`src/hw/cam_pkg.sv`:
```
package cam_pkg;

    // CAM geometry
    localparam int CAM_DEPTH       = 8;                   // Number of rows
    localparam int CAM_DATA_WIDTH  = 16;                  // Bits per stored word
    localparam int CAM_ADDR_WIDTH  = $clog2(CAM_DEPTH);   // Row address width

    // Port counts
    localparam int CAM_WRITE_PORTS = 2;                   // Independent write ports
    localparam int CAM_READ_PORTS  = 2;                   // Parallel search ports

    // Stored or searched word
    typedef logic [CAM_DATA_WIDTH-1:0] cam_word_t;

    // Row address on a write port
    typedef logic [CAM_ADDR_WIDTH-1:0] cam_addr_t;

    // One bit per row, used for write selects and match lines
    typedef logic [CAM_DEPTH-1:0] cam_row_mask_t;

endpackage : cam_pkg

```
`src/hw/cam_write_decoder.sv`:
```
`timescale 1ns/1ps

module cam_write_decoder (
    input  logic                                                   clk,
    input  logic                                                   rst_i,
    input  logic          [cam_pkg::CAM_WRITE_PORTS-1:0]           write_en_i,
    input  cam_pkg::cam_addr_t [cam_pkg::CAM_WRITE_PORTS-1:0]      write_addr_i,
    input  cam_pkg::cam_word_t [cam_pkg::CAM_WRITE_PORTS-1:0]      write_data_i,
    output cam_pkg::cam_row_mask_t [cam_pkg::CAM_WRITE_PORTS-1:0]  row_sel_o,
    output cam_pkg::cam_word_t [cam_pkg::CAM_WRITE_PORTS-1:0]      wr_data_o
);

    logic [cam_pkg::CAM_WRITE_PORTS-1:0]                wr_en_q;    // Registered enables
    cam_pkg::cam_addr_t [cam_pkg::CAM_WRITE_PORTS-1:0]  wr_addr_q;  // Registered addresses

    // Control part of the request, cleared by reset
    always_ff @(posedge clk) begin
        if (rst_i) begin
            wr_en_q <= '0;                                  // No pending writes out of reset
        end else begin
            wr_en_q <= write_en_i;                          // One cycle request stage
        end
    end

    // Address and data only matter while the enable is set
    always_ff @(posedge clk) begin
        wr_addr_q <= write_addr_i;                          // Held for the decode below
        wr_data_o <= write_data_i;                          // Lines up with row_sel_o
    end

    // Address to one-hot row select per port
    always_comb begin
        for (int p = 0; p < cam_pkg::CAM_WRITE_PORTS; p++) begin
            row_sel_o[p] = '0;                              // Idle port selects no row
            if (wr_en_q[p]) begin
                row_sel_o[p][wr_addr_q[p]] = 1'b1;          // Exactly one row for a live write
            end
        end
    end

    // Storage relies on at most one row per port per cycle
    for (genvar p = 0; p < cam_pkg::CAM_WRITE_PORTS; p++) begin : g_sel_check
        a_row_sel_onehot0 : assert property (
            @(posedge clk) disable iff (rst_i)
            $onehot0(row_sel_o[p])
        ) else $error("row_sel_o[%0d] not one-hot: %h", p, row_sel_o[p]);
    end

endmodule : cam_write_decoder

```
`src/hw/cam_storage_array.sv`:
```
`timescale 1ns/1ps

module cam_storage_array (
    input  logic                                                   clk,
    input  logic                                                   rst_i,
    input  cam_pkg::cam_row_mask_t [cam_pkg::CAM_WRITE_PORTS-1:0]  row_sel_i,
    input  cam_pkg::cam_word_t [cam_pkg::CAM_WRITE_PORTS-1:0]      wr_data_i,
    input  cam_pkg::cam_word_t [cam_pkg::CAM_READ_PORTS-1:0]       search_data_i,
    output cam_pkg::cam_word_t [cam_pkg::CAM_READ_PORTS-1:0][cam_pkg::CAM_DEPTH-1:0]
                                                                   bit_match_o
);

    cam_pkg::cam_word_t [cam_pkg::CAM_DEPTH-1:0] rows_q;   // Stored words, one per row
    logic [cam_pkg::CAM_DEPTH-1:0]               row_we;   // Row write enable
    cam_pkg::cam_word_t [cam_pkg::CAM_DEPTH-1:0] row_wdata; // Word picked for each row

    // Per-row write enable and port priority
    always_comb begin
        for (int r = 0; r < cam_pkg::CAM_DEPTH; r++) begin
            row_we[r]    = 1'b0;
            row_wdata[r] = rows_q[r];                       // Default keeps the old word
            // Ascending scan so the last hit, the highest port, wins
            for (int p = 0; p < cam_pkg::CAM_WRITE_PORTS; p++) begin
                if (row_sel_i[p][r]) begin
                    row_we[r]    = 1'b1;
                    row_wdata[r] = wr_data_i[p];
                end
            end
        end
    end

    // Row registers
    always_ff @(posedge clk) begin
        if (rst_i) begin
            rows_q <= '0;                                   // Empty CAM holds all zeros
        end else begin
            for (int r = 0; r < cam_pkg::CAM_DEPTH; r++) begin
                if (row_we[r]) begin
                    rows_q[r] <= row_wdata[r];              // Only selected rows toggle
                end
            end
        end
    end

    // Bit-wise compare, every search port against every row
    always_comb begin
        for (int p = 0; p < cam_pkg::CAM_READ_PORTS; p++) begin
            for (int r = 0; r < cam_pkg::CAM_DEPTH; r++) begin
                bit_match_o[p][r] = search_data_i[p] ~^ rows_q[r];  // 1 where bits agree
            end
        end
    end

    // Highest-numbered port wins a row that several ports select
    for (genvar r = 0; r < cam_pkg::CAM_DEPTH; r++) begin : g_prio_check
        a_row_prio : assert property (
            @(posedge clk) disable iff (rst_i)
            row_sel_i[cam_pkg::CAM_WRITE_PORTS-1][r]
                |=> (rows_q[r] == $past(wr_data_i[cam_pkg::CAM_WRITE_PORTS-1]))
        ) else $error("row %0d did not take the highest port's word", r);
    end

endmodule : cam_storage_array

```
`src/hw/cam_match_resolver.sv`:
```
`timescale 1ns/1ps

module cam_match_resolver (
    input  logic                                                   clk,
    input  logic                                                   rst_i,
    input  cam_pkg::cam_word_t [cam_pkg::CAM_READ_PORTS-1:0][cam_pkg::CAM_DEPTH-1:0]
                                                                   bit_match_i,
    input  logic          [cam_pkg::CAM_READ_PORTS-1:0]            read_en_i,
    output cam_pkg::cam_row_mask_t [cam_pkg::CAM_READ_PORTS-1:0]   match_line_o
);

    cam_pkg::cam_row_mask_t [cam_pkg::CAM_READ_PORTS-1:0] row_match;  // Unregistered masks

    // All-bits reduction, a row hits only when every bit agrees
    always_comb begin
        for (int p = 0; p < cam_pkg::CAM_READ_PORTS; p++) begin
            for (int r = 0; r < cam_pkg::CAM_DEPTH; r++) begin
                row_match[p][r] = &bit_match_i[p][r];
            end
        end
    end

    // Registered match lines, gated by each port's read enable
    always_ff @(posedge clk) begin
        if (rst_i) begin
            match_line_o <= '0;                             // No matches out of reset
        end else begin
            for (int p = 0; p < cam_pkg::CAM_READ_PORTS; p++) begin
                if (read_en_i[p]) begin
                    match_line_o[p] <= row_match[p];        // Live search result
                end else begin
                    match_line_o[p] <= '0;                  // Disabled port reports nothing
                end
            end
        end
    end

    // A disabled port must show an empty mask in the following cycle
    for (genvar p = 0; p < cam_pkg::CAM_READ_PORTS; p++) begin : g_gate_check
        a_read_gate : assert property (
            @(posedge clk) disable iff (rst_i)
            !read_en_i[p] |=> (match_line_o[p] == '0)
        ) else $error("match_line_o[%0d] nonzero with read disabled: %h",
                      p, match_line_o[p]);
    end

endmodule : cam_match_resolver

```
`src/hw/cam_top.sv`:
```
`timescale 1ns/1ps

module cam_top (
    input  logic                                                   clk,
    input  logic                                                   rst_i,
    input  logic          [cam_pkg::CAM_WRITE_PORTS-1:0]           write_en_i,
    input  cam_pkg::cam_addr_t [cam_pkg::CAM_WRITE_PORTS-1:0]      write_addr_i,
    input  cam_pkg::cam_word_t [cam_pkg::CAM_WRITE_PORTS-1:0]      write_data_i,
    input  logic          [cam_pkg::CAM_READ_PORTS-1:0]            read_en_i,
    input  cam_pkg::cam_word_t [cam_pkg::CAM_READ_PORTS-1:0]       read_data_i,
    output cam_pkg::cam_row_mask_t [cam_pkg::CAM_READ_PORTS-1:0]   match_line_o
);

    cam_pkg::cam_row_mask_t [cam_pkg::CAM_WRITE_PORTS-1:0] row_sel;   // Decoded write rows
    cam_pkg::cam_word_t [cam_pkg::CAM_WRITE_PORTS-1:0]     wr_data;   // Data aligned to row_sel
    cam_pkg::cam_word_t [cam_pkg::CAM_READ_PORTS-1:0][cam_pkg::CAM_DEPTH-1:0]
                                                           bit_match; // Per-bit compare

    // Write request stage
    cam_write_decoder u_decoder (
        .clk          (clk),
        .rst_i        (rst_i),
        .write_en_i   (write_en_i),
        .write_addr_i (write_addr_i),
        .write_data_i (write_data_i),
        .row_sel_o    (row_sel),
        .wr_data_o    (wr_data)
    );

    // Rows and compare array, search words go straight in
    cam_storage_array u_storage (
        .clk           (clk),
        .rst_i         (rst_i),
        .row_sel_i     (row_sel),
        .wr_data_i     (wr_data),
        .search_data_i (read_data_i),
        .bit_match_o   (bit_match)
    );

    // Row reduction, read gating and output register
    cam_match_resolver u_resolver (
        .clk          (clk),
        .rst_i        (rst_i),
        .bit_match_i  (bit_match),
        .read_en_i    (read_en_i),
        .match_line_o (match_line_o)
    );

endmodule : cam_top

```
`config.mk`:
```
export PLATFORM = sky130hd
export DESIGN_NAME = cam_top
export DESIGN_NICKNAME = d
export VERILOG_FILES = /design/src/hw/cam_pkg.sv /design/src/hw/cam_write_decoder.sv /design/src/hw/cam_storage_array.sv /design/src/hw/cam_match_resolver.sv /design/src/hw/cam_top.sv
export SDC_FILE = /design/constraint.sdc
export NUM_CORES = 1
export LEC_CHECK = 0
export BUFFER_PORTS_ARGS = -buffer_cell sky130_fd_sc_hd__buf_2
export CORE_UTILIZATION = 52
export CTS_BUF_LIST = sky130_fd_sc_hd__clkbuf_4
export DETAILED_ROUTE_END_ITERATION = 12
export PLACE_DENSITY = 0.77
export SYNTH_ARGS = -nofsm -noshare
export SYNTH_HDL_FRONTEND = slang
export SYNTH_SLANG_ARGS = --single-unit
```
`constraint.sdc`:
```
create_clock -name clk -period 1.87 [get_ports clk]
set_clock_uncertainty 0.05 [all_clocks]
set_input_delay 0.0935 -clock clk [delete_from_list [all_inputs] [get_ports clk]]
set_output_delay 0.0935 -clock clk [all_outputs]
set_load 0.005 [all_outputs]
```
==> impl_metrics.csv, run 1 <==
group,metric,value,unit
sta,finalSetupTns,0,ns
sta,rsz0062_at_grt,"false",
grt,grt_pass1_vias,8859,
cells_and_area,area_delta_synth_final,15.1,%
power_and_ir_drop,pwr-share-comb,13.9,%
routing,drtIter0Drc,1602,
routing,vias,9827,
power_and_ir_drop,clkPwrFrac,32.9,%
clock_network,cts_hold_buffers,52,
worst_setup_path,cp-endpoint,"u_storage.rows_q[37]",
worst_setup_path,cp_max_fo,16,
cells_and_area,post_route_cells_drive_above_1_share,13.6,%
run,drv_cap,0,
clock_network,h-tree-depth,4,
worst_setup_path,timing.rr.start,"u_decoder.wr_en_q[0]",
worst_setup_path,r2r-end,"u_storage.rows_q[37]",
clock_network,root_buffer,"clkbuf_4",
placed_design,gp_congestion,0.954,
power_and_ir_drop,switchingPower,2.45,mW
sta,period_needed,1.76,ns
sta,timing.fmax,0.567,GHz
clock_network,cts_tree,"yes",
power_and_ir_drop,power.density,716,mW/mm2
cells_and_area,fin_util,61.2,%
worst_setup_path,cp_num_cells,4,
placed_design,place_ws,0.175,ns
worst_setup_path,path_delay_family,"flip-flops",
clock_network,cts_setup_buffers,0,
routing,via_per_inst,6.38,
worst_setup_path,crit_buf_inv,1,
clock_network,numCtsBuffers,17,
worst_setup_path,r2r_slack,0.11,ns
floorplan,die-area,0.0197,mm2
synthesis,syn_area,0.00995,mm2
placed_design,hpwl,22.9,mm
synthesis,synth_cell_types,27,
routing,drcViolationCount,0,
sta,finalCritPeriodShare,94.3,%
synthesis,ys_warn_count,0,
power_and_ir_drop,ir_drop,0.435,mV
clock_network,clk_latency,0.62,ns
floorplan,core,0.0187,mm2
sta,holdWs,0.0234,ns
grt,grt_pass1_wl,54.6,mm
placed_design,port_buffers,91,
floorplan,fp.dieW,140,um
power_and_ir_drop,p_int,5.75,mW
routing,wl,37.7,mm
floorplan,die_y,140,um
synthesis,synthCells,1212,
clock_network,cts.sinks,184,
worst_setup_path,crit_type,"reg -> reg",
routing,routedWlPerCell,24.5,um
grt,grt_start_max_net_pins,130,
clock_network,path_clk_slew,0.17,ns
sta,fin_ws,0.107,ns
power_and_ir_drop,swShare,29.9,%
floorplan,placementRows,50,
sta,setup_viol,0,
grt,antenna_found_initial,1,
worst_setup_path,worstPathCellList,"nor4bb_2 > buf_4 > nand2_1 > a311oi_1",
cells_and_area,layout_common_cells,"259 x nand2_1, 256 x xor2_1, 184 x dfxtp_1",
worst_setup_path,cp-end-kind,"flop",
hold_path,hold_class,"in -> reg",
power_and_ir_drop,p_seq_share,53.2,%
routing,first_pass_iters,8,
clock_network,cts_buffer_depth,2,
routing,antenna_left,0,
clock_network,cts_resized,0,
grt,gr-total-overflow,0,
cells_and_area,mostFrequentLayoutCell,"nand2_1",
grt,grt.total_usage,38.5,%
synthesis,ys_seq_elements,184,
floorplan,initial_core_util,53.2,%
sta,hold_viol,0,
sta,maxSlewHeadroom,44.5,%
worst_setup_path,crit_required,2.33,ns
worst_setup_path,worst_r2r_path_depth,4,
sta,drv_slew,0,
cells_and_area,num-nets-final,1368,
worst_setup_path,crit_arrival,2.22,ns
power_and_ir_drop,leakage,4.86,nW
synthesis,syn_nets,1288,
synthesis,ys_seq_area_share,37.0,%
worst_setup_path,max_stage_delay,0.57,ns
sta,tightest_slew,0.832,ns
synthesis,synth_area_per_cell,8.21,um2
floorplan,io_pins,92,
status,status,"finished, final reports clean",
worst_setup_path,startpoint_type,"flop",
worst_setup_path,startpoint,"u_decoder.wr_en_q[0]",
worst_setup_path,crit_slowest_cell,"dfxtp_1",
-- worst min-delay path by stage --
stage | cells after the start | slack (ns) | startpoint | to
final | 5 | 0.02 | read_data_i[5] | u_resolver.match_line_o[0]
after global routing | 2 | 0.008 | write_data_i[6] | u_decoder.wr_data_o[6]
after CTS | 5 | 0.004 | read_data_i[1] | u_resolver.match_line_o[3]
after detailed placement | 1 | 0.15 | write_data_i[30] | u_decoder.wr_data_o[30]
after global placement | 1 | 0.15 | write_addr_i[5] | u_decoder.wr_addr_q[5]
after floorplan | 0 | 0.07 | write_addr_i[0] | u_decoder.wr_addr_q[0]
-- power groups by stage --
stage          Sequential, mW  Combinational (mW)  Clock (mW)
5_1_grt                  4.36                1.19        2.87
3_3_place_gp             4.42               0.985           0
2_1_floorplan            4.24               0.731           0
4_1_cts                  4.34                1.09        2.69
6_report                 4.37                1.14        2.70
3_5_place_dp             4.42                1.00           0
-- cell type report --
cell class | count | area [um2]
Clock buffer | 18 | 135
Tap cell | 234 | 293
Multi-Input combinational cell | 899 | 5680
Fill cell | 1603 | 7260
Timing Repair Buffer | 190 | 1440
Clock inverter | 14 | 215
Sequential cell | 184 | 3680
Antenna cell | 1 | 2.50
-- worst min-delay path, cell delays in order --
cell and delay, ns:
buf_2 0.16, xor2_1 0.14, nor4_1 0.07, nand4_1 0.12, nor3_1 0.06
-- sequential cells by signal, indices dropped and copies added (netlist names) --
name	flops
u_decoder.wr_en_q	2
u_decoder.wr_addr_q	6
u_storage.rows_q	128
u_resolver.match_line_o	16
u_decoder.wr_data_o	32
-- layer usage --
layer	vias to the layer above	global-route usage, %	wire length [um]
met5	-	0	0
met4	0	30.9	3330
met3	239	13.6	5470
met2	784	54.6	15300
met1	4528	47.0	13600
li1	4276	-	-
-- through the flow --
stage	power (mW)	area, um2	std cells
floorplan	4.97	9950	1212
global placement	5.40	10600	1455
detailed placement	5.42	10600	1455
CTS	8.12	11400	1539
global route	8.42	11400	1540
finish	8.20	11400	1540
-- synthesized netlist by cell type (all sizes together) --
cell       n  area [um2]
nand3      5        25.0
nand4b     3        26.3
nor4b      1        23.8
buf       42         261
a311oi   128        1120
nor3b      3        56.3
nor4      48         300
nor4bb     1        10.0
nor2b      5        31.3
dfxtp    184        3680
nor2     131         494
nor3      33         176
nand2    261         995
xor2     256        2240
clkbuf    87         333
and4bb     1        12.5
nand4bb    2        22.5
nand4     18         113
nand2b     2        12.5
nand3b     1        7.51
-- kinds of logic after synthesis --
logic type | after synthesis | share of synthesized area (%)
AO/OA/AOI/OAI | 128 | 11.3
buffers and inverters | 129 | 5.97
flip-flops | 184 | 37.0
AND/OR/NAND/NOR | 515 | 23.2
XOR/XNOR | 256 | 22.5
Note: power is estimated with default switching activity, not from simulation.
==> run 2, diff against run 1 <==
--- a/config.mk
+++ b/config.mk
@@ -6,10 +6,10 @@
 export NUM_CORES = 1
 export LEC_CHECK = 0
 export BUFFER_PORTS_ARGS = -buffer_cell sky130_fd_sc_hd__buf_2
-export CORE_UTILIZATION = 52
+export CORE_UTILIZATION = 56
 export CTS_BUF_LIST = sky130_fd_sc_hd__clkbuf_4
 export DETAILED_ROUTE_END_ITERATION = 12
-export PLACE_DENSITY = 0.77
+export PLACE_DENSITY = 0.82
 export SYNTH_ARGS = -nofsm -noshare
 export SYNTH_HDL_FRONTEND = slang
 export SYNTH_SLANG_ARGS = --single-unit
==> run 2 against run 1 <==
Net effect:
- flip-flop and latch count unchanged
- largest cell class unchanged
- wire length decreased by 4.5%
- combinational power decreased by 5%
- global-route usage increased by 1.6 points
- final area decreased by 1.6%
==> impl_metrics.csv, run 2 (synthesized netlist as in run 1, its figures left out) <==
group,metric,value,unit
status,status,"finished, final reports clean",
power_and_ir_drop,pwr-share-comb,13.5,%
floorplan,die-area,0.0183,mm2
cells_and_area,postLayoutCellArea,0.0113,mm2
floorplan,io_pins,92,
routing,drtIter0Drc,1469,
routing,first_pass_iters,8,
cells_and_area,largest_register,"u_storage.rows_q",
cells_and_area,mostFrequentLayoutCell,"nand2_1",
cells_and_area,num-nets-final,1354,
floorplan,placementRows,48,
floorplan,fp.dieW,135,um
grt,grt_pass1_vias,9037,
power_and_ir_drop,p_total,7.99,mW
power_and_ir_drop,p_seq_share,54.8,%
clock_network,numCtsBuffers,17,
clock_network,cts_buffer_depth,2,
cells_and_area,multi_input_area,0.00568,mm2
clock_network,cts.sinks,184,
floorplan,initial_core_util,57.5,%
cells_and_area,area_delta_synth_final,13.3,%
worst_setup_path,crit_type,"reg -> reg",
routing,drcViolationCount,0,
power_and_ir_drop,swShare,31.1,%
power_and_ir_drop,ir_drop,0.557,mV
sta,tightest_slew,0.871,ns
cells_and_area,fillers,1437,
sta,finalSetupTns,0,ns
cells_and_area,post_route_cells_drive_above_1_share,12.9,%
grt,grt_start_max_net_pins,130,
run,drv_cap,0,
power_and_ir_drop,leakage,4.76,nW
sta,maxSlewHeadroom,41.9,%
routing,antenna_left,0,
placed_design,port_buffers,91,
routing,routedWlPerCell,23.7,um
floorplan,die_y,135,um
clock_network,cts_setup_buffers,0,
clock_network,path_clk_slew,0.16,ns
cells_and_area,top_regs,"u_storage.rows_q: 128 flops, u_decoder.wr_data_o: 32 flops, u_resolver.match_line_o: 16 flops",
worst_setup_path,crit_arrival,2.15,ns
power_and_ir_drop,power.density,709,mW/mm2
grt,gr-total-overflow,0,
cells_and_area,stdcell_count,1518,
placed_design,placed_cells,1431,
grt,grt_pass1_wl,52.7,mm
clock_network,root_buffer,"clkbuf_4",
sta,setup_viol,0,
sta,drv_slew,0,
sta,hold_viol,0,
sta,timing.fmax,0.597,GHz
sta,rsz0062_at_grt,"false",
power_and_ir_drop,switchingPower,2.49,mW
hold_path,hold_class,"in -> reg",
cells_and_area,fin_util,65.2,%
cells_and_area,seq_area,0.00369,mm2
worst_setup_path,crit_required,2.34,ns
placed_design,placed_cell_area,0.0104,mm2
sta,period_needed,1.68,ns
routing,vias,9750,
placed_design,gp_congestion,0.976,
grt,antenna_found_initial,2,
worst_setup_path,startpoint_type,"flop",
clock_network,clk_latency,0.61,ns
cells_and_area,largest_reg_flops,128,
clock_network,h-tree-depth,4,
power_and_ir_drop,clkPwrFrac,31.7,%
routing,via_per_inst,6.42,
cells_and_area,layout_common_cells,"259 x nand2_1, 256 x xor2_1, 182 x dfxtp_1",
worst_setup_path,cp_max_fo,16,
worst_setup_path,cp-end-kind,"flop",
floorplan,core,0.0173,mm2
power_and_ir_drop,p_int,5.51,mW
placed_design,hpwl,21.8,mm
sta,finalCritPeriodShare,89.6,%
routing,wl,36.0,mm
grt,grt.total_usage,40.0,%
clock_network,cts_tree,"yes",
## run 2: area by class of cell
type	instances	share of cell area, %
Timing Repair Buffer	176	11.5
Clock buffer	18	1.20
Clock inverter	14	1.73
Antenna cell	2	0.0444
Tap cell	225	2.50
Sequential cell	184	32.7
Multi-Input combinational cell	899	50.4
## run 2: worst max-delay path, cell delays in order, from the launching register on
cell      delay (ns)
dfxtp_2         0.43
buf_4           0.19
nor4b_4         0.27
buf_4           0.26
nand2_1         0.08
a311oi_1        0.31
## run 2: path summary, 6_finish.rpt
check	from	endpoint	slack [ns]	cells after the start
max	u_decoder.wr_addr_q[2]	u_storage.rows_q[10]	0.19	5
min	write_data_i[31]	u_decoder.wr_data_o[31]	0.05	2
max reg2reg	u_decoder.wr_addr_q[2]	u_storage.rows_q[10]	0.19	5
min reg2reg	u_storage.rows_q[82]	u_storage.rows_q[82]	0.48	2
## run 2: power by group through the flow
stage                     Sequential, mW  Clock, mW  Combinational (mW)
after global placement              4.43          0               0.912
final                               4.38       2.53                1.08
after global routing                4.37       2.71                1.14
after detailed placement            4.43          0               0.936
after CTS                           4.35       2.55                1.03
after floorplan                     4.24          0               0.731
## run 2: metrics by stage
stage / hold WS (ns) / setup WS [ns]
floorplan: 0.0712 / 0.404
global placement: 0.146 / 0.245
detailed placement: 0.147 / 0.133
CTS: 0.0244 / 0.0947
global route: 0.0157 / 0.0969
finish: 0.0493 / 0.194
## run 2: layer usage
layer	up-vias	GRT usage, %	wire length [um]
li1	4247	-	-
met1	4488	48.9	12800
met2	780	56.2	14300
met3	233	17.0	6060
met4	2	28.6	2850
met5	-	0	13
## run 2: timing repair
item | 4_1_cts | 5_1_grt
hold buffers | 53 | 0
hold endpoints to repair | 55 | 0
resized for setup | 0 | 2
setup endpoints to repair | 0 | 6
